[config.mk]
export PLATFORM = sky130hd
export DESIGN_NAME = mul
export DESIGN_NICKNAME = d
export VERILOG_FILES = /design/src/source/be_pkg.sv /design/src/source/mul.sv
export VERILOG_INCLUDE_DIRS = /design/src /design/src/source
export SDC_FILE = /design/constraint.sdc
export NUM_CORES = 1
export LEC_CHECK = 0
export BUFFER_PORTS_ARGS = -buffer_cell sky130_fd_sc_hd__buf_2
export CAP_MARGIN = 0
export CORE_MARGIN = 2
export CORE_UTILIZATION = 50
export CTS_CLUSTER_DIAMETER = 50
export DETAILED_ROUTE_END_ITERATION = 7
export MAX_ROUTING_LAYER = met4
export PLACE_DENSITY = 0.67
export SLEW_MARGIN = 30
export SYNTH_ARGS = -nofsm -noshare
export SYNTH_HDL_FRONTEND = slang
export SYNTH_SLANG_ARGS = --single-unit
[constraint.sdc]
create_clock -name CLK -period 13.85 [get_ports CLK]
set_input_delay 2.0775 -clock CLK [delete_from_list [all_inputs] [get_ports CLK]]
set_output_delay 2.0775 -clock CLK [all_outputs]
set_load 0.01 [all_outputs]
[src/source/be_config.svh]
// sizes for the back end; BE_RP and both queue depths must be powers of two, BE_XLEN must be 32
`ifndef BE_CONFIG_SVH
`define BE_CONFIG_SVH

// architectural registers, register 0 included
`define BE_AREG_NUM 8

// physical copies kept per architectural register
`define BE_RP 4

`define BE_XLEN 32

// issue queue depths
`define BE_ALU_DP 4
`define BE_MUL_DP 4

// reorder FIFO depth
`define BE_ROB_DP 8

`endif

[src/source/be_pkg.sv]
// shared back end types; widths follow be_config.svh and a physical register is {areg, copy}
`include "be_config.svh"

package be_pkg;

	typedef logic [`BE_XLEN-1:0] xlen_t;
	typedef logic [$clog2(`BE_AREG_NUM)-1:0] areg_t;
	typedef logic [$clog2(`BE_RP)-1:0] copy_t;

	// flat index into the physical file
	typedef struct packed {
		areg_t areg;
		copy_t copy;
	} preg_t;

	typedef enum logic [2:0] {
		OP_ADD,
		OP_SUB,
		OP_AND,
		OP_XOR,
		OP_MUL
	} op_e;

	// as decoded by the front end
	typedef struct packed {
		op_e   op;
		areg_t rd;
		areg_t rs1;
		areg_t rs2;
	} micro_instr_t;

	typedef struct packed {
		op_e   op;
		preg_t rd;
		preg_t rs1;
		preg_t rs2;
	} issue_info_t;

	typedef struct packed {
		op_e   op;
		preg_t rd;
		xlen_t op1;
		xlen_t op2;
	} exe_param_t;

	typedef struct packed {
		logic  valid;
		preg_t rd;
		xlen_t res;
	} wb_t;

	typedef struct packed {
		preg_t rd;
	} rob_info_t;

endpackage

[src/source/mul.sv]
// three-stage multiplier, one issue per cycle, only the low 32 bits of the product come out
`include "be_config.svh"

module mul (
	input  logic               CLK,
	input  logic               i_rst_n,
	input  logic               i_exe_valid,
	input  be_pkg::exe_param_t i_exe,
	output be_pkg::wb_t        o_wb
);

	localparam int HW = `BE_XLEN / 2;

	logic [2:0]          valid_q;
	be_pkg::preg_t [2:0] rd_q;
	be_pkg::xlen_t       lo_lo;
	logic [HW-1:0]       lo_hi;
	logic [HW-1:0]       a_hi;
	logic [HW-1:0]       b_lo;
	be_pkg::xlen_t       sum;
	be_pkg::xlen_t       res;

	always_ff @(posedge CLK) begin
		if (!i_rst_n)
			valid_q <= '0;
		else
			valid_q <= {valid_q[1:0], i_exe_valid};
	end

	always_ff @(posedge CLK) begin
		rd_q <= {rd_q[1:0], i_exe.rd};
		// first partial products, upper cross term deferred
		lo_lo <= i_exe.op1[HW-1:0] * i_exe.op2[HW-1:0];
		lo_hi <= i_exe.op1[HW-1:0] * i_exe.op2[`BE_XLEN-1:HW];
		a_hi  <= i_exe.op1[`BE_XLEN-1:HW];
		b_lo  <= i_exe.op2[HW-1:0];
		// hi*hi falls outside the low word
		sum <= lo_lo + {lo_hi + HW'(a_hi * b_lo), {HW{1'b0}}};
		res <= sum;
	end

	assign o_wb = '{valid: valid_q[2], rd: rd_q[2], res: res};

endmodule

Word level (Yosys, flattened, before mapping). Cells that the tools add are included.

Div/mod/pow operators: 0. Add/sub/neg operators: 2. Shifts and indexed selects: 0. Multiply operators: 3. Equal/unequal tests: 0. Bitwise logic cells: 0. Magnitude comparators: 0. Muxes and demuxes: 0. Reduce and logical (&&, ||, !) cells: 0.

Operators by type and width (number): 32-bit adder (1); 16-bit by 16-bit multiplier with 16-bit output (2); 16-bit by 16-bit multiplier with 32-bit output (1); 16-bit adder (1).

Input port bits: 75. Bits in registers: 162. ROM bits: 0. Bits in writable memories: 0. Output and inout port bits: 38. Memories kept: 0. Bits in latches: 0.

Logic depth before layout (Yosys ltp). Gate-level depths: netlist (run 1).

Depth in word-level cells: 3. Depth in mapped cells: 26. Gate-level depth less buffers: 25.

Worst setup path after synthesis (run 1). OpenSTA, ideal clock, no wires.

Kind: input to register. Start point: in i_exe[45] (netlist bit). End point: reg lo_lo[31]. Setup time: 0.121 ns. Arrival: 7.426 ns. Path slack: 6.303 ns. Buffers on the path: 2. Stages: 23. Cells stage by stage: clkbuf_1 -> clkbuf_1 -> nand2_1 -> fa_1 -> inv_1 -> fa_1 -> fa_1 -> inv_1 -> fa_1 -> inv_1 -> fa_1 -> inv_1 -> fa_1 -> inv_1 -> ha_1 -> a21o_1 -> a21oi_1 -> o22ai_1 -> or4_1 -> o21ba_2 -> a211oi_1 -> o21bai_1 -> xnor2_1.

Cells in the longest elaborated chain, start to end: 1.

Ends and longest elaborated chain: start, declared (line mul.sv:8) `input be_pkg::exe_param_t i_exe,`; 16-bit by 16-bit multiplier with 32-bit output (line mul.sv:33) `lo_lo <= i_exe.op1[HW-1:0] * i_exe.op2[HW-1:0];`; end signal, assigned (line mul.sv:33); end, declared (line mul.sv:16) `be_pkg::xlen_t lo_lo;`.

No other way between the ends. A chain may end at the register's enable or synchronous reset.

Final worst setup path (run 1).
Start point: in i_exe[38] (netlist bit). End point: reg lo_lo[31].

The elaborated chain is that of the path after synthesis.

==> results of run 1 <==
==> registers in the layout (all words and copies together), names as in the netlist <==
| name | count |
|---|---|
| rd_q | 10 |
| valid_q | 3 |
| lo_lo | 32 |
| res | 32 |
| o_wb | 5 |
| a_hi | 16 |
| sum | 32 |
| b_lo | 16 |
| lo_hi | 16 |
==> stage by stage <==
step	util, %	hold slack, ns
detailed placement	53.0	0.312
global route	54.4	0.324
CTS	54.4	0.322
global placement	53.0	0.310
finish	54.4	0.316
floorplan	-	0.310
==> kinds of logic after synthesis <==
family          after synthesis  synth area share, %
compound gates              128                 4.33
flops                       162                 15.6
xor+xnor                    122                 5.14
simple gates                650                 15.5
buf+inv                     581                 10.6
fa+ha+maj                   590                 48.8
==> worst paths after layout <==
path / start / endpoint / slack [ns] / depth (start not counted)
setup reg to reg: b_lo[2]$_DFF_P_ / sum[31]$_DFF_P_ / 7.45 / 21
hold / removal: lo_lo[12]$_DFF_P_ / sum[12]$_DFF_P_ / 0.32 / 0
hold reg to reg: lo_lo[12]$_DFF_P_ / sum[12]$_DFF_P_ / 0.32 / 0
setup / recovery: i_exe[38] / lo_lo[31]$_DFF_P_ / 5.87 / 21
==> synth_stat cells (3+ instances only) <==
cell type  instances
or2_2              6
ha_1             221
xor2_1            26
and2_1           251
xnor2_1           96
o31ai_1            3
buf_4              6
clkbuf_1          72
a211oi_1          10
a31oi_1            3
nor3_1            15
nor2b_1            6
and3_1             8
o21bai_1           7
o21a_1            13
or4_1              4
nand2_1          303
o21ai_0            8
nand4_1            4
fa_1             369
a21oi_1           35
or3_1              7
inv_1            501
nor2_1            26
dfxtp_1          162
nand3_1           14
o21ai_1            6
a21o_1            19
==> worst max-delay path: stages <==
cell and delay, ns:
buf_2 0.59, and2_1 0.24, fa_1 0.41, inv_1 0.08
fa_1 0.43, fa_1 0.52, inv_1 0.05, fa_1 0.51
fa_1 0.52, inv_1 0.06, fa_1 0.47, inv_1 0.04
ha_1 0.33, and3_1 0.24, and2_1 0.18, a311oi_2 0.42
o21ai_1 0.14, o21ba_2 0.26, a211oi_1 0.21, o21bai_1 0.10
xnor2_1 0.37
==> area by class of cell <==
cell class / instances / area (um^2) / share of cell area, %
Antenna cell: 2 / 5.00 / 0.0225
Clock buffer: 17 / 425 / 1.91
Clock inverter: 15 / 160 / 0.719
Inverter: 501 / 1880 / 8.45
Multi-Input combinational cell: 1490 / 15300 / 68.9
Sequential cell: 162 / 3240 / 14.6
Tap cell: 532 / 666 / 2.99
Timing Repair Buffer: 109 / 546 / 2.45
==> layer usage <==
| layer | share of wire (%) | routed length, um | vias to the layer above |
|---|---|---|---|
| met3 | 5.6 | 2610 | 80 |
| met2 | 49 | 22800 | 416 |
| met1 | 44 | 20600 | 7358 |
| li1 | - | - | 6719 |
| met5 | 0 | 0 | - |
| met4 | 2.1 | 982 | 0 |
==> run metrics, run 1 <==
outcome complete, no violations; gr ovfl total 0; type of origin of the critical path input port; Clock Pin Slew Worst Setup and Hold Paths 0.08 ns; EDFF count, synth 0; GR Layer Usage met3 between 3 and 4%; CORE AREA between 40000 and 50000 um^2; Clk Latency, worst-skew pair between 0.4 and 0.5 ns; Synth Cell Area 20800 um^2; Gates resized, CTS repair 0; WL/cell roughly 17 um; Syn Nets 2898; # DRC 0; total setup buffers inserted after CTS 0; Die ar. 43200 um^2; Yosys top cell by area fa_1; YS warnings 0; vias in the first global route about 15k; pre-CTS WS around 5.4 ns; Main synth FF type dfxtp_1; worst rel slew slack between 40 and 50%; Syn Inst Count 2233; H-tree levels 4; dominant cells by area after synthesis fa_1 (36%), dfxtp_1 (16%), ha_1 (13%); # fillers 3710; DPL Wire Length around 36000 um; met2 usage about two fifths; CP endpoint kind register; synth unique cells 52; final std cells w/o fill between 2k and 3k; global-route wire length before repair ~79000 um; CP Data Arrival Time 8.28 ns; vias ~15k; Hold Path Class register to register; Layout Nets 2946; met1 Use GR between 30 and 40%; TNS Setup 0 ns; post-synth top area share a little over a third; CTS Buf Count 17; Worst EP required approximately 14 ns; height of the die between 200 and 250 um; RSZ-0062 raised after global routing false; FF+latch count, synth 162; largest net degree at the start of global routing 33; Mean Syn Cell Area roughly 9.3 um^2; most frequent cells in the layout inv_1 (501), fa_1 (369), nand2_1 (303), and2_1 (251), ha_1 (221); fin. max-slew vios 0; CP max FO 26; asr flop ratio synth 0%; Design Area, Final about 22000 um^2; clock skew 0.0181 ns; Area after DPL 21700 um^2; I/O pins approximately 110; Syn-to-layout area delta 7.10%; layout cell share with drive strength beyond 1 around 6.8%; hold buffers post-CTS 0; Max Fclk 0.125 GHz; CTS tree built; final setup violation count 0; FP Rows 74; WL final about 47000 um; Pre-Repair DR Iteration Count 5; worst-margin pin slew between 0.7 and 0.8 ns; remaining antenna violation count 0; vias per inst just over 5; Root Driver clkbuf_16; GRT Max-Usage Layer met2; setup ws final slightly below 6 ns; Placer Congestion ~0.88; die width 208 um; Placed Cells incl. Taps about 2.8k; initial drt markers about 870; final hold violation count 0; clk sink count roughly 160; initial antenna violation count 1; Global Route Usage Sum 23.6%; Tcrit/Tclk final ~58%; most common cell after layout, fill and taps aside inv_1; Setup CP Type input port to register; # port buffers about 110; sequential area share after synthesis between 10% and 20%; Initial Utilization 50.8%; post-layout minimum cycle time 7.98 ns; max_cap viols 0; maximum buffer depth of the clock tree 2
Power of run 1 is not shown: default switching activity piles up to over one toggle a cycle in this logic, so the estimate is an artifact.
==> inputs of run 2 (changes only) <==
==> constraint.sdc (replaced) <==
create_clock -name CLK -period 8.3 [get_ports CLK]
set_input_delay 1.245 -clock CLK [delete_from_list [all_inputs] [get_ports CLK]]
set_output_delay 1.245 -clock CLK [all_outputs]
set_load 0.01 [all_outputs]
==> run metrics, run 2 (synthesis results as in run 1) <==
type of origin of the critical path input port; outcome complete, no violations; WL final 46800 um (-0.54%); most frequent cells in the layout inv_1 (501), fa_1 (369), nand2_1 (303), and2_1 (251), ha_1 (221); Hold Path Class register to register; clk sink count 162 (unchanged); Design Area, Final 22300 um^2 (+0.12%); maximum buffer depth of the clock tree 2 (unchanged); # DRC 0 (unchanged); FP Rows 74 (unchanged); GR Layer Usage met3 4.11% (+0.88 points); most common cell after layout, fill and taps aside inv_1; Root Driver clkbuf_16; Max Fclk roughly 0.15 GHz; height of the die 208 um (unchanged); Placer Congestion 0.903 (+2.4%); global-route wire length before repair 78500 um (-0.48%); Area after DPL 21700 um^2 (about the same); Clock Pin Slew Worst Setup and Hold Paths 0.08 ns (about the same); Tcrit/Tclk final roughly 83%; CTS Buf Count 17 (unchanged); Layout Nets 2947 (+0.034%); layout cell share with drive strength beyond 1 6.88% (+0.041 points); hold_sp sum[4]$_DFF_P_; CTS tree built; worst hold endpoint res[4]$_DFF_P_; RSZ-0062 raised after global routing false; remaining antenna violation count 0 (unchanged); Clk Latency, worst-skew pair 0.45 ns (about the same); I/O pins 113 (unchanged); TNS Setup 0 ns (unchanged); hold buffers post-CTS 0 (unchanged); initial drt markers 785 (-9.2%); total setup buffers inserted after CTS 0 (unchanged); post-layout minimum cycle time just under 7 ns; Setup CP Type input port to register; vias 14.6k (+0.20%); R2R depth 21 (unchanged); Syn-to-layout area delta 7.23%; worst rel slew slack 50.9% (+1.9 points); Worst R2R Start b_lo[2]$_DFF_P_; max_cap viols 0 (unchanged); Setup crit start i_exe[39]; Pre-Repair DR Iteration Count 5 (unchanged); r2r endpoint sum[31]$_DFF_P_; Initial Utilization 50.8% (unchanged); gr ovfl total 0 (unchanged); largest net degree at the start of global routing 33 (unchanged); final hold violation count 0 (unchanged); fin util 54.5% (+0.064 points); clock skew 0.0204 ns (+0.00236 ns); # fillers 3698 (-0.32%); CP endpoint kind register; GRT Max-Usage Layer met2; Die ar. 43200 um^2 (unchanged); Gates resized, CTS repair 0 (unchanged); hold path cells 0 (unchanged); H-tree levels 4 (unchanged); met2 usage 37.6% (-0.63 points); CP max FO 25 (-3.8%); Global Route Usage Sum 23.5% (-0.12 points); worst-margin pin slew 0.736 ns (-0.0292 ns); # port buffers 109 (unchanged); initial antenna violation count 1 (unchanged); Worst EP required 8.65 ns (-5.50 ns); CP Data Arrival Time 7.21 ns (-1.07 ns); met1 Use GR 30.4% (-0.66 points); Hold Slack 0.325 ns (+0.00897 ns); die width 208 um (unchanged); final setup violation count 0 (unchanged); vias in the first global route 15.6k (+0.50%); Largest regs lo_lo (32), res (32), sum (32); fin. max-slew vios 0 (unchanged); r2r setup slk 1.85 ns (-5.60 ns); WL/cell 16.5 um (-0.54%); vias per inst 5.16 (+0.20%); DPL Wire Length 36400 um (-0.13%); CORE AREA 40900 um^2 (unchanged)
==> run 2: worst max path at each step <==
stage | to
after floorplan | lo_lo[31]$_DFF_P_
after global placement | lo_lo[31]$_DFF_P_
after detailed placement | lo_lo[30]$_DFF_P_
after CTS | lo_lo[31]$_DFF_P_
after global routing | lo_lo[30]$_DFF_P_
final | lo_lo[31]$_DFF_P_
==> run 2: per-stage QoR <==
stage / setup slack [ns] / cells
detailed placement: 0.984 / 2795
CTS: 1.42 / 2827
floorplan: 1.59 / 2233
global route: 1.15 / 2828
global placement: 1.04 / 2795
finish: 1.44 / 2828
==> run 2: area by class of cell <==
class / count / area, um^2 / area share (%)
Multi-Input combinational cell: 1490 / 15300 / 68.8
Inverter: 501 / 1880 / 8.44
Antenna cell: 1 / 2.50 / 0.0112
Sequential cell: 162 / 3240 / 14.5
Clock inverter: 15 / 181 / 0.814
Timing Repair Buffer: 110 / 553 / 2.48
Tap cell: 532 / 666 / 2.99
Clock buffer: 17 / 425 / 1.91
==> run 2: critical path, stage by stage <==
cell	delay (ns)
buf_2	0.55
and2_1	0.26
fa_1	0.43
inv_1	0.08
fa_1	0.43
fa_1	0.51
inv_1	0.05
fa_1	0.53
fa_1	0.52
inv_1	0.05
fa_1	0.47
inv_1	0.04
ha_1	0.33
and3_1	0.23
and2_1	0.18
a311oi_2	0.42
o21ai_1	0.14
o21ba_2	0.25
a211oi_1	0.22
o21bai_1	0.10
xnor2_1	0.13
==> run 2: metal layers <==
metal  routed length, um  vias up  share of wire, %
li1                    -     6715                 -
met1               20200     7397                43
met2               22600      411                48
met3                2780       79               5.9
met4                1140        0               2.4
met5                   0        -                 0
Power of run 2 is left out for the same reason.
