[src/source/be_config.svh]
// sizes for the back end; BE_RP and both queue depths must be powers of two, BE_XLEN must be 32
`ifndef BE_CONFIG_SVH
`define BE_CONFIG_SVH

// architectural registers, register 0 included
`define BE_AREG_NUM 8

// physical copies kept per architectural register
`define BE_RP 4

`define BE_XLEN 32

// issue queue depths
`define BE_ALU_DP 4
`define BE_MUL_DP 4

// reorder FIFO depth
`define BE_ROB_DP 8

`endif

[src/source/be_pkg.sv]
// shared back end types; widths follow be_config.svh and a physical register is {areg, copy}
`include "be_config.svh"

package be_pkg;

	typedef logic [`BE_XLEN-1:0] xlen_t;
	typedef logic [$clog2(`BE_AREG_NUM)-1:0] areg_t;
	typedef logic [$clog2(`BE_RP)-1:0] copy_t;

	// flat index into the physical file
	typedef struct packed {
		areg_t areg;
		copy_t copy;
	} preg_t;

	typedef enum logic [2:0] {
		OP_ADD,
		OP_SUB,
		OP_AND,
		OP_XOR,
		OP_MUL
	} op_e;

	// as decoded by the front end
	typedef struct packed {
		op_e   op;
		areg_t rd;
		areg_t rs1;
		areg_t rs2;
	} micro_instr_t;

	typedef struct packed {
		op_e   op;
		preg_t rd;
		preg_t rs1;
		preg_t rs2;
	} issue_info_t;

	typedef struct packed {
		op_e   op;
		preg_t rd;
		xlen_t op1;
		xlen_t op2;
	} exe_param_t;

	typedef struct packed {
		logic  valid;
		preg_t rd;
		xlen_t res;
	} wb_t;

	typedef struct packed {
		preg_t rd;
	} rob_info_t;

endpackage

[src/source/commit.sv]
// reorder FIFO with in-order retire, one per cycle; BE_ROB_DP must be a power of two
`include "be_config.svh"

module commit (
	input  logic                                      CLK,
	input  logic                                      i_rst_n,
	input  logic                                      i_rob_push,
	input  be_pkg::rob_info_t                         i_rob_info,
	output logic                                      o_rob_full,
	input  logic          [`BE_AREG_NUM*`BE_RP-1:0]   i_wb_log,
	input  be_pkg::xlen_t [`BE_AREG_NUM*`BE_RP-1:0]   i_regfile,
	input  be_pkg::copy_t [`BE_AREG_NUM-1:0]          i_rn_arch,
	output logic                                      o_commit_valid_int,
	output be_pkg::preg_t                             o_commit_preg,
	output logic                                      o_commit_valid,
	output be_pkg::areg_t                             o_commit_rd,
	output be_pkg::xlen_t                             o_commit_data
);

	localparam int AW = $clog2(`BE_ROB_DP);

	be_pkg::rob_info_t rob [`BE_ROB_DP];
	be_pkg::rob_info_t head;
	logic [AW:0]       rd_ptr;
	logic [AW:0]       wr_ptr;
	logic              empty;

	assign empty      = rd_ptr == wr_ptr;
	assign o_rob_full = (rd_ptr[AW] != wr_ptr[AW]) && (rd_ptr[AW-1:0] == wr_ptr[AW-1:0]);
	assign head       = rob[rd_ptr[AW-1:0]];

	// retire the oldest once its result is logged
	assign o_commit_valid_int = !empty && i_wb_log[head.rd];
	assign o_commit_preg      = head.rd;

	always_ff @(posedge CLK) begin
		if (!i_rst_n) begin
			rd_ptr         <= '0;
			wr_ptr         <= '0;
			o_commit_valid <= 1'b0;
		end else begin
			if (i_rob_push)
				wr_ptr <= wr_ptr + 1'b1;
			if (o_commit_valid_int)
				rd_ptr <= rd_ptr + 1'b1;
			o_commit_valid <= o_commit_valid_int;
		end
	end

	always_ff @(posedge CLK) begin
		if (i_rob_push)
			rob[wr_ptr[AW-1:0]] <= i_rob_info;
		o_commit_rd   <= head.rd.areg;
		o_commit_data <= i_regfile[head.rd];
	end

	a_no_push_full: assert property (@(posedge CLK) disable iff (!i_rst_n)
		i_rob_push |-> !o_rob_full);

	// a retiring copy was renamed from a free one, never the live architectural copy
	a_new_copy: assert property (@(posedge CLK) disable iff (!i_rst_n)
		o_commit_valid_int |-> i_rn_arch[head.rd.areg] != head.rd.copy);

endmodule

[config.mk]
export PLATFORM = sky130hd
export DESIGN_NAME = commit
export DESIGN_NICKNAME = d
export VERILOG_FILES = /design/src/source/be_pkg.sv /design/src/source/commit.sv
export VERILOG_INCLUDE_DIRS = /design/src /design/src/source
export SDC_FILE = /design/constraint.sdc
export NUM_CORES = 1
export LEC_CHECK = 0
export BUFFER_PORTS_ARGS = -buffer_cell sky130_fd_sc_hd__buf_2
export CAP_MARGIN = 20
export CELL_PAD_IN_SITES_DETAIL_PLACEMENT = 2
export CELL_PAD_IN_SITES_GLOBAL_PLACEMENT = 2
export CORE_AREA = 2 2 432 434
export CTS_CLUSTER_DIAMETER = 120
export DETAILED_ROUTE_END_ITERATION = 7
export DIE_AREA = 0 0 434 436
export GPL_ROUTABILITY_DRIVEN = 0
export MAX_ROUTING_LAYER = met4
export PLACE_DENSITY = 0.51
export SLEW_MARGIN = 20
export SYNTH_ARGS = -nofsm -noshare
export SYNTH_HDL_FRONTEND = slang
export SYNTH_SLANG_ARGS = --single-unit
[constraint.sdc]
create_clock -name CLK -period 2.75 [get_ports CLK]
set_input_delay 0.1375 -clock CLK [delete_from_list [all_inputs] [get_ports CLK]]
set_output_delay 0.1375 -clock CLK [all_outputs]
set_load 0.02 [all_outputs]
======== Word-level counts from Yosys, hierarchy flattened ========
Memories as Yosys holds them, arrays and structs flattened. A register that Yosys moved wholly into a read port is not among the register bits.
Index checks and enable logic that the tools add are counted.
storage, ports and cells
  flip-flop bits (word level) ............. 44
  bits in writable memories ............... 40
  input port bits ......................... 1080
  output and inout port bits .............. 43
  word-level logic and storage cells ...... 23
  memories ................................ 1
memories
  name  words  bits a word  read ports  clocked after memory_dff  write ports  RTL line      source
  rob   8      5            1           1                         1            commit.sv:22  be_pkg::rob_info_t rob [`BE_ROB_DP];
operators by class
  $add $sub $neg .......................... 2
  $lt $le $gt $ge ......................... 1
  equal/unequal tests ..................... 3
  muxes and demuxes ....................... 8
  reduce and logical (&&, ||, !) cells .... 3
operators with widths
  kind                                                                   number
  32-bit binary-select mux with 5-bit select                             1
  32-bit 2-to-1 mux                                                      1
  4-bit by 1-bit adder with 4-bit output (second input constant)         2
  5-bit by 6-bit < comparator with 1-bit output (second input constant)  1
  3-bit 2-to-1 mux                                                       2
  1-bit binary-select mux with 5-bit select                              1
  4-bit == test                                                          1
  3-bit == test                                                          1
  1-bit 2-to-1 mux                                                       3
  1-bit logical AND                                                      2
  1-bit zero test                                                        1
  1-bit != test                                                          1

======== Logic depth before layout (Yosys ltp) ========
Gate-level depths: netlist (run 1).
  depth after elaboration ................. 5
  depth in mapped cells ................... 14
  gate-level depth less buffers ........... 10

======== Least setup slack after synthesis (run 1) ========
No wires, ideal clock.
  path kind ............................... reg-to-reg
  from .................................... register with a tool-made name
  to ...................................... register o_commit_data[22]
  setup time .............................. 0.114 ns
  data arrival time ....................... 2.522 ns
  required time ........................... 2.636 ns
  setup slack ............................. 0.114 ns
  stages on the path, launching flop included .. 13
  path buffers ............................ 4
  period minus slack after synthesis ...... 2.636 ns
  cell sequence ........................... dfxtp_1 buf_6 mux4_2 mux2i_4 inv_2 buf_2 clkbuf_1 clkbuf_1 nand2_1 nand3_1 nand3_1 a31oi_1 a21o_1
RTL lines
  element                 RTL line      source
  end signal: assignment  commit.sv:54  o_commit_data <= i_regfile[head.rd];
  end: declaration        commit.sv:17  output be_pkg::xlen_t o_commit_data

==> impl_metrics.env, run 1 <==
export IMPL_grt_use_total_pct=17.6
export IMPL_yosysTopAreaCell="nand2_1"
export IMPL_crit_chain="mux4_2, mux2i_4, buf_12, inv_16, buf_4, buf_8, buf_8, buf_12, buf_8, nand2_2, and3_4, a311oi_2, a311oi_4, a311oi_2, a21o_1"
export IMPL_multi_input_area_um2=12500
export IMPL_setup_slack_ns=-0.518
export IMPL_holdPathStages=1
export IMPL_tns_ns=-15.71
export IMPL_rsz0062_at_grt="true"
export IMPL_end_kind="flip-flop"
export IMPL_yosys_top_cells_area="nand2_1 31%, nand3_1 20%, a311oi_1 11%"
export IMPL_hp_class="in -> reg"
export IMPL_setup_violations_final=42
export IMPL_ant_nets=0
export IMPL_switching_share_pct=54.7
export IMPL_hold_end="rob[3][4]$_DFFE_PP_"
export IMPL_clk_pin_slew_ns=0.08
export IMPL_power_static_leakage_nw=13.2
export IMPL_synthSimpleGateAreaFrac_pct=55.9
export IMPL_start_util_pct=6.91
export IMPL_status="complete, but fails checks"
export IMPL_worst_clock_skew_ns=0.0169
export IMPL_critical_path_required_ns=3.04
export IMPL_hpwl_mm=144
export IMPL_maxSlewHeadroom_pct=36.6
export IMPL_ff2ff_path_depth=15
export IMPL_synth_xor_area_share_pct=0.480
export IMPL_io_buffers=1106
export IMPL_hp_start="i_rob_info[4]"
export IMPL_antenna_found_initial=91
export IMPL_cap_viol_max_count=0
export IMPL_rows=158
export IMPL_timing_rr_end="o_commit_data[20]$_DFF_P_"
export IMPL_grt_start_max_net_pins=54
export IMPL_drtIter0Drc=1062
export IMPL_slew_violations=0
export IMPL_synth_compound_area_share_pct=15.8
export IMPL_cpMaxStageDelayCell="a311oi_4"
export IMPL_min_period_ns=3.27
export IMPL_p_clk_share_pct=5.5
export IMPL_finalPower_mw=25.7
export IMPL_critical_path_top_delay_family="compound AO/OA/AOI/OAI gates"
export IMPL_die_area_um2=189000
export IMPL_ioPinCount=1123
export IMPL_dr_pass1_iters=5
export IMPL_intPower_mw=11.7
export IMPL_cts_buffer_depth=2
export IMPL_area_growth_pct=129
export IMPL_tightest_slew_ns=0.944
export IMPL_p_comb_share_pct=87.2
export IMPL_die_w_um=434
export IMPL_clk_latency_ns=0.40
export IMPL_core_um2=185000
export IMPL_synth_seq_cells=87
export IMPL_grt_pass1_vias=24700
export IMPL_synthCells=2271
export IMPL_crit_type="reg -> reg"
export IMPL_cts_sink_count=87
export IMPL_start_kind="flip-flop"
export IMPL_crit_arrival_ns=3.56
export IMPL_synth_area_mux_share_pct=2.58
export IMPL_viasPerCell=3.71
export IMPL_cts_root_buf="clkbuf_16"
export IMPL_synthAdderAreaFrac_pct=0.196
export IMPL_p_per_area_nw_per_um2=882
export IMPL_die_h_um=436
export IMPL_htree_levels=3
export IMPL_switchingPower_mw=14.1
export IMPL_hold_violations=0
export IMPL_synth_cell_type_count=38
export IMPL_worst_path_max_fanout=7
export IMPL_nets=4683
export IMPL_syn_area_um2=12800
export IMPL_drcViolationCount=0
export IMPL_n_fill_cell=22100
export IMPL_fin_crit_sh_pct=119
export IMPL_crit_buf_inv=7
export IMPL_synth_top_area_share_pct=31.1
export IMPL_cts_tree="yes"
export IMPL_cts_buffers=9
export IMPL_grt_pass1_wl_mm=220
export IMPL_pwr_share_seq_pct=7.2
export IMPL_syn_avg_cell_area_um2=5.62
export IMPL_dpl_instance_area_um2=23600
export IMPL_gr_total_overflow=0
export IMPL_seq_area_um2=2150
export IMPL_finalWirelength_mm=173
export IMPL_cp_common_cell="buf_8"
export IMPL_finalInstanceArea_um2=29200
export IMPL_dp_slack_ns=-1.26
export IMPL_reg2reg_slack_ns=-0.52
export IMPL_yosys_warnings=0
export IMPL_wl_per_cell_um=28.1
export IMPL_ys_seq_area_share_pct=16.8
export IMPL_ir_drop_mv=0.326
export IMPL_vias=22800
export IMPL_violations="setup timing"
export IMPL_layout_drive_gt1_share_pct=53.0
export IMPL_fmax_ghz=0.306
export IMPL_cp_slowest_stage_delay_ns=0.57
export IMPL_synth_top_family_by_area="simple AND/OR/NAND/NOR gates"
export IMPL_synth_nets=3353
## through the flow
stage	util, %	hold WS [ns]	std cells
floorplan	-	0.236	2271
global placement	12.8	0.432	5941
global route	15.8	0.0476	6130
CTS	14.5	0.0129	6016
finish	15.8	0.0457	6142
detailed placement	12.8	0.443	5941
## logic make-up (layout without fill, tap and decap cells)
family                   after synthesis  count (layout)
multiplexers                          19              19
adder cells (fa/ha/maj)                2               2
flip-flops                            87              87
AO/OA/AOI/OAI                        250             250
XOR/XNOR                               7               7
AND/OR/NAND/NOR                     1671            1671
other                                  0              56
buffers and inverters                235            1570
## how the worst max path moves through the flow
stage                                 to  cells past startpoint       from  slack (ns)
2_1_floorplan  o_commit_data[22]$_DFF_P_                     12  flip-flop        0.11
3_3_place_gp    o_commit_data[9]$_DFF_P_                     11  flip-flop       -1.30
3_5_place_dp    o_commit_data[9]$_DFF_P_                     11  flip-flop       -1.26
4_1_cts               o_commit_valid_int                     14  flip-flop       -0.60
5_1_grt               o_commit_valid_int                     14  flip-flop       -0.65
6_report       o_commit_data[20]$_DFF_P_                     15  flip-flop       -0.52
## cell usage in the layout, fill, tap and decap left out, types with 31 or more instances in the layout
cell type,Yosys,routed
a311oi_2,0,70
a21o_1,32,31
buf_6,3,74
dfxtp_1,47,45
buf_4,7,239
buf_12,0,66
diode_2,0,56
and3_1,64,33
nand3_1,520,421
nand2_1,1058,1026
nand3_2,0,74
edfxtp_1,40,40
a311oi_4,0,66
buf_2,96,1104
## metal layers
metal / track usage [%] / vias to the layer above / wire, um
li1: - / 10700 / -
met1: 20.0 / 11300 / 69800
met2: 32.1 / 710 / 90300
met3: 2.46 / 166 / 8130
met4: 4.34 / 0 / 4560
met5: - / - / 0
## final cells by class
cell class	count	share of cell area, %
multi-input combinational	1949	42.7
antenna	56	0.480
inverter	5	0.227
clock buffer	10	0.785
timing repair inverter	1	0.0386
sequential	87	7.36
timing repair buffer	1548	37.5
tap	2480	10.6
clock inverter	6	0.253
## cells in the mapped netlist
library cell / n
dfxtp_1: 47
nand4_1: 4
a21o_1: 32
a21oi_1: 9
xnor2_1: 4
and2_1: 5
nor2b_1: 3
a211o_1: 1
o22ai_1: 1
nand3_1: 520
mux2i_4: 2
o21ai_0: 6
a311o_1: 3
ha_1: 2
a21boi_0: 3
nand2b_1: 6
a31oi_1: 33
a311oi_1: 160
a211oi_1: 1
nor3_1: 2
mux2i_1: 7
buf_2: 96
inv_2: 3
buf_6: 3
a2bb2oi_2: 1
nor2_1: 7
nand2_1: 1058
xor2_1: 3
buf_4: 7
mux2_2: 1
or2_0: 1
inv_1: 2
mux4_2: 9
clkbuf_1: 114
and4_1: 1
and3_1: 64
buf_1: 10
edfxtp_1: 40
## power by group through the flow
stage	Combinational, mW	Clock (mW)	Sequential (mW)
3_3_place_gp	17.3	0	1.91
2_1_floorplan	6.48	0	2.13
3_5_place_dp	17.4	0	1.90
6_report	22.5	1.42	1.86
5_1_grt	24.1	1.53	1.90
4_1_cts	20.8	1.52	1.89
## timing repair
item / CTS / global route
hold endpoints to repair: 3 / 0
pin swaps: 81 / 112
hold buffers: 2 / 0
cloned: 14 / 14
gates resized for setup: 333 / 287
setup buffers: 51 / 70
endpoints found under the setup margin: 45 / 44
## flip-flops by register name, summed over array words and instances (netlist names), named ones only
name	cells
o_commit_rd	3
rob	40
wr_ptr	4
rd_ptr	4
o_commit_data	32
o_commit_valid	1
Note: power is estimated with default switching activity, not from simulation.
==> inputs of run 2 (changes only) <==
--- a/config.mk
+++ b/config.mk
@@ -12,6 +12,7 @@
 export CELL_PAD_IN_SITES_GLOBAL_PLACEMENT = 2
 export CORE_AREA = 2 2 432 434
 export CTS_CLUSTER_DIAMETER = 120
+export CTS_CLUSTER_SIZE = 28
 export DETAILED_ROUTE_END_ITERATION = 7
 export DIE_AREA = 0 0 434 436
 export GPL_ROUTABILITY_DRIVEN = 0
==> constraint.sdc (replaced) <==
create_clock -name CLK -period 2.75 [get_ports CLK]
set_input_delay 0.55 -clock CLK [delete_from_list [all_inputs] [get_ports CLK]]
set_output_delay 0.55 -clock CLK [all_outputs]
set_load 0.02 [all_outputs]
==> run 2 against run 1 <==
The run still ends with setup timing left. Critical path depth fell by 4. Sequential share of layout area fell by 0.15 points. Utilization rose by 0.36 points. Critical path type is now reg -> out. Critical endpoint is now o_commit_valid_int. Largest cell class unchanged. Highest routed layer unchanged.
==> impl_metrics.env, run 2 (same netlist as run 1, synthesis figures left out) <==
export IMPL_status="complete, but fails checks"
export IMPL_violations="setup timing"
export IMPL_slew_violations=0
export IMPL_holdPathStages=1
export IMPL_cts_tree="yes"
export IMPL_postLayoutCoreUtil_pct=16.2
export IMPL_n_fill_cell=22000
export IMPL_cp_common_cell="buf_12"
export IMPL_end_kind="primary output"
export IMPL_largest_reg_flops=40
export IMPL_setup_slack_ns=-0.632
export IMPL_cts_root_buf="clkbuf_16"
export IMPL_p_per_area_nw_per_um2=909
export IMPL_crit_arrival_ns=2.83
export IMPL_cap_viol_max_count=0
export IMPL_critical_path_required_ns=2.20
export IMPL_dr_pass1_iters=5
export IMPL_grt_pass1_vias=24700
export IMPL_ant_nets=0
export IMPL_finalWirelength_mm=184
export IMPL_hold_violations=0
export IMPL_cts_sink_count=87
export IMPL_ir_drop_mv=0.345
export IMPL_clk_pin_slew_ns=0.09
export IMPL_min_period_ns=3.38
export IMPL_layout_drive_gt1_share_pct=53.9
export IMPL_rsz0062_at_grt="true"
export IMPL_drtIter0Drc=1179
export IMPL_io_buffers=1106
export IMPL_cts_buffers=9
export IMPL_gr_total_overflow=0
export IMPL_die_area_um2=189000
export IMPL_crit_type="reg -> out"
export IMPL_hpwl_mm=147
export IMPL_grt_pass1_wl_mm=226
export IMPL_wl_per_cell_um=30.0
export IMPL_ff2ff_path_depth=16
export IMPL_worst_path_max_fanout=5
export IMPL_rows=158
export IMPL_cpMaxStageDelayCell="mux4_2"
export IMPL_multi_input_area_um2=12500
export IMPL_core_um2=185000
export IMPL_clk_latency_ns=0.41
export IMPL_mostFrequentLayoutCells="1100 x buf_2, 1001 x nand2_1, 390 x nand3_1, 232 x buf_4, 88 x nand3_2"
export IMPL_htree_levels=3
export IMPL_fin_crit_sh_pct=123
export IMPL_worst_clock_skew_ns=0.0254
export IMPL_viasPerCell=3.79
export IMPL_area_growth_pct=134
export IMPL_ioPinCount=1123
export IMPL_cts_hold_buf=0
export IMPL_grt_use_total_pct=18.2
export IMPL_start_util_pct=6.91
export IMPL_die_w_um=434
export IMPL_crit_chain="buf_12, mux4_2, mux2i_4, buf_12, inv_8, a311o_1, o22ai_1, a211o_1, a31oi_1, and4_4, buf_6"
export IMPL_tightest_slew_ns=0.749
export IMPL_maxSlewHeadroom_pct=49.9
export IMPL_cts_buffer_depth=2
export IMPL_nets=4688
export IMPL_setup_violations_final=46
export IMPL_seq_area_um2=2150
export IMPL_cp_slowest_stage_delay_ns=0.54
export IMPL_die_h_um=436
export IMPL_grt_start_max_net_pins=38
export IMPL_tns_ns=-18.66
export IMPL_hp_class="in -> reg"
export IMPL_power_static_leakage_nw=13.6
export IMPL_fmax_ghz=0.296
export IMPL_drcViolationCount=0
export IMPL_layout_commonest_cell="buf_2"
export IMPL_start_kind="flip-flop"
export IMPL_antenna_found_initial=100
export IMPL_vias=23200
## run 2: cell types whose count changed in the layout (fill, tap and decap cells not counted), moves of 14 or more
cell,delta
diode_2,-23
buf_6,-15
nand2_2,+15
nand3_1,-31
nand3_4,+17
nand3_2,+14
nand2_1,-25
a311oi_1,+16
## run 2: area by class of cell
| class | count | area share [%] |
|---|---|---|
| inverters | 5 | 0.243 |
| multi-input cells | 1949 | 42.0 |
| flip-flops and latches | 87 | 7.21 |
| well taps | 2480 | 10.4 |
| clock inverters | 7 | 0.247 |
| repair buffers | 1553 | 38.8 |
| diodes | 33 | 0.277 |
| clock buffers | 9 | 0.755 |
| repair inverters | 1 | 0.0671 |
## run 2: timing repair
action / CTS / global route
pin swaps: 59 / 147
gates resized for setup: 340 / 365
cloned: 26 / 27
setup endpoints to repair: 46 / 46
buffers inserted: 48 / 99
endpoints found under the hold margin: 0 / 0
## run 2: metrics by stage
stage	instances	hold WS (ns)	total power [mW]	worst slack, ns	instance area [um2]
6_report	6124	0.423	27.1	-0.632	29800
4_1_cts	5990	0.392	24.8	-0.734	26700
3_5_place_dp	5904	0.491	19.3	-1.25	23300
5_1_grt	6119	0.416	28.9	-0.753	29800
3_3_place_gp	5901	0.473	19.2	-1.89	23200
2_1_floorplan	2271	0.457	8.61	0.0242	12800
## run 2: worst max-delay path: cells and delay by family, from the launching register on
kind                   cells  cell delay, ns
multiplexers               2            0.80
AO/OA/AOI/OAI              4            0.67
buffers and inverters      4            0.42
flip-flops                 1            0.37
AND/OR/NAND/NOR            1            0.16
## run 2: where the power goes
part / total (mW) / switching, mW / internal [mW]
combinational: 23.6 / 13.8 / 9.83
clock: 1.47 / 0.820 / 0.649
sequential: 2.02 / 0.349 / 1.67
## run 2: final timing paths
| path | start | end | slack (ns) |
|---|---|---|---|
| min reg2reg | rd_ptr[3]$_SDFFE_PN0P_ | rd_ptr[3]$_SDFFE_PN0P_ | 0.50 |
| max | flip-flop | o_commit_valid_int | -0.63 |
| min | i_rob_info[3] | rob[7][3]$_DFFE_PP_ | 0.42 |
| max reg2reg | flip-flop | o_commit_data[28]$_DFF_P_ | -0.62 |
## run 2: layer usage
| metal | vias up | track usage (%) | routed length [um] |
|---|---|---|---|
| met5 | - | - | 0 |
| met4 | 0 | 3.35 | 3800 |
| met3 | 160 | 1.68 | 7310 |
| met2 | 824 | 33.2 | 96200 |
| met1 | 11600 | 21.7 | 76300 |
| li1 | 10600 | - | - |
==> inputs of run 3 (changes only) <==
--- a/config.mk
+++ b/config.mk
@@ -18,6 +18,7 @@
 export GPL_ROUTABILITY_DRIVEN = 0
 export MAX_ROUTING_LAYER = met4
 export PLACE_DENSITY = 0.51
+export SKIP_CTS_REPAIR_TIMING = 1
 export SLEW_MARGIN = 20
 export SYNTH_ARGS = -nofsm -noshare
 export SYNTH_HDL_FRONTEND = slang
==> run 3 against run 2 <==
The run still ends with setup timing left. Total power is 15% lower. Worst hold slack better by 0.0022 ns. Critical path type unchanged. Die area stayed put. Highest routed layer unchanged. Largest cell class unchanged. Sequential power hardly changed. Worst setup slack worse by 0.053 ns. Critical path depth stayed put. Register-to-register slack better by 0.08 ns. Critical endpoint unchanged.
==> impl_metrics.env, run 3 (same netlist as run 1, synthesis figures left out) <==
export IMPL_fmax_ghz=0.291
export IMPL_ioPinCount=1123
export IMPL_hpwl_mm=147
export IMPL_p_comb_share_pct=84.7
export IMPL_cts_root_buf="clkbuf_16"
export IMPL_switching_share_pct=57.9
export IMPL_grt_start_max_net_pins=58
export IMPL_status="complete, but fails checks"
export IMPL_switchingPower_mw=13.3
export IMPL_ant_nets=0
export IMPL_nets=4581
export IMPL_worst_clock_skew_ns=0.0279
export IMPL_gr_total_overflow=0
export IMPL_area_growth_pct=105
export IMPL_start_kind="flip-flop"
export IMPL_antenna_found_initial=106
export IMPL_grt_pass1_vias=23700
export IMPL_tns_ns=-15.74
export IMPL_clk_latency_ns=0.41
export IMPL_layout_drive_gt1_share_pct=47.2
export IMPL_layout_commonest_cell="buf_2"
export IMPL_cts_buffers=9
export IMPL_clk_pin_slew_ns=0.09
export IMPL_dr_pass1_iters=7
export IMPL_core_um2=185000
export IMPL_fin_crit_sh_pct=125
export IMPL_critical_path_required_ns=2.20
export IMPL_io_buffers=1106
export IMPL_power_static_leakage_nw=12.1
export IMPL_cap_viol_max_count=0
export IMPL_grt_pass1_wl_mm=214
export IMPL_min_period_ns=3.44
export IMPL_die_h_um=436
export IMPL_drcViolationCount=0
export IMPL_crit_type="reg -> out"
export IMPL_vias=22300
export IMPL_hp_class="in -> reg"
export IMPL_cts_tree="yes"
export IMPL_htree_levels=3
export IMPL_hold_violations=0
export IMPL_setup_violations_final=46
export IMPL_rows=158
export IMPL_grt_use_total_pct=17.3
export IMPL_p_clk_share_pct=6.4
export IMPL_wl_per_cell_um=28.8
export IMPL_rsz0062_at_grt="true"
export IMPL_mostFrequentLayoutCells="1102 x buf_2, 1044 x nand2_1, 491 x nand3_1, 226 x buf_4, 67 x a311oi_2"
export IMPL_cts_sink_count=87
export IMPL_intPower_mw=9.65
export IMPL_largest_reg_flops=40
export IMPL_crit_arrival_ns=2.89
export IMPL_cts_buffer_depth=2
export IMPL_tightest_slew_ns=0.757
export IMPL_hold_ws_ns=0.425
export IMPL_p_per_area_nw_per_um2=877
export IMPL_slew_violations=0
export IMPL_ir_drop_mv=0.331
export IMPL_worst_path_max_fanout=5
export IMPL_die_area_um2=189000
export IMPL_drtIter0Drc=1169
export IMPL_die_w_um=434
export IMPL_violations="setup timing"
export IMPL_maxSlewHeadroom_pct=49.3
export IMPL_end_kind="primary output"
export IMPL_start_util_pct=6.91
export IMPL_finalWirelength_mm=174
export IMPL_setup_slack_ns=-0.685
export IMPL_pwr_share_seq_pct=8.9
export IMPL_viasPerCell=3.70
-- run 3: cell count changes in the layout (fill, tap and decap cells not counted), moves of 14 or more --
cell,delta
a311oi_1,+22
a311oi_4,-23
buf_12,-31
buf_6,-27
bufbuf_16,-19
nand2_1,+43
nand2_2,-28
nand2_4,-14
nand3_1,+101
nand3_2,-61
nand3_4,-40
-- run 3: final cells by class --
class,count,area [um2]
Inverter,5,72.6
Antenna cell,46,115
Timing Repair Buffer,1446,9410
Fill cell,22300,159000
Sequential cell,87,2150
Clock buffer,9,225
Timing Repair inverter,1,11.3
Clock inverter,7,73.8
Multi-Input combinational cell,1949,11000
Tap cell,2480,3100
-- run 3: final timing paths --
kind	from	end	slack [ns]	cells after the start
hold reg to reg	rd_ptr[3]$_SDFFE_PN0P_	rd_ptr[3]$_SDFFE_PN0P_	0.50	2
hold / removal	i_rob_info[3]	rob[7][3]$_DFFE_PP_	0.43	1
setup / recovery	flip-flop	o_commit_valid_int	-0.69	11
setup reg to reg	flip-flop	o_commit_data[7]$_DFF_P_	-0.54	16
-- run 3: power by group through the flow --
stage | clock network [mW] | registers (mW) | logic (mW)
final | 1.46 | 2.05 | 19.4
after global routing | 1.59 | 2.08 | 21.0
after CTS | 1.58 | 2.06 | 17.3
after detailed placement | 0 | 2.07 | 17.2
after global placement | 0 | 2.10 | 17.1
after floorplan | 0 | 2.13 | 6.48
-- run 3: critical path, stage by stage, from the launching register on --
cell and delay, ns:
dfxtp_4 0.37, buf_12 0.11, mux4_2 0.52, mux2i_4 0.25
buf_12 0.16, inv_8 0.05, a311o_1 0.31, o22ai_1 0.17
a211o_1 0.12, a31oi_1 0.08, and4_1 0.20, buf_6 0.14
-- run 3: through the flow --
step	cell area [um2]	std cells	power [mW]	worst slack, ns	utilization [%]
finish	26100	6030	22.9	-0.685	14.2
global placement	23200	5901	19.2	-1.89	12.6
detailed placement	23300	5904	19.3	-1.25	12.6
CTS	23600	5920	20.9	-1.26	12.8
global route	26100	6022	24.7	-0.832	14.1
floorplan	12800	2271	8.61	0.0242	-
-- run 3: routing by layer --
metal	GRT usage, %	vias to the layer above	part of all wire [%]
li1	-	10400	-
met1	19.8	10900	41
met2	30.2	796	51
met3	2.77	177	4.9
met4	6.33	0	3.4
met5	-	-	0
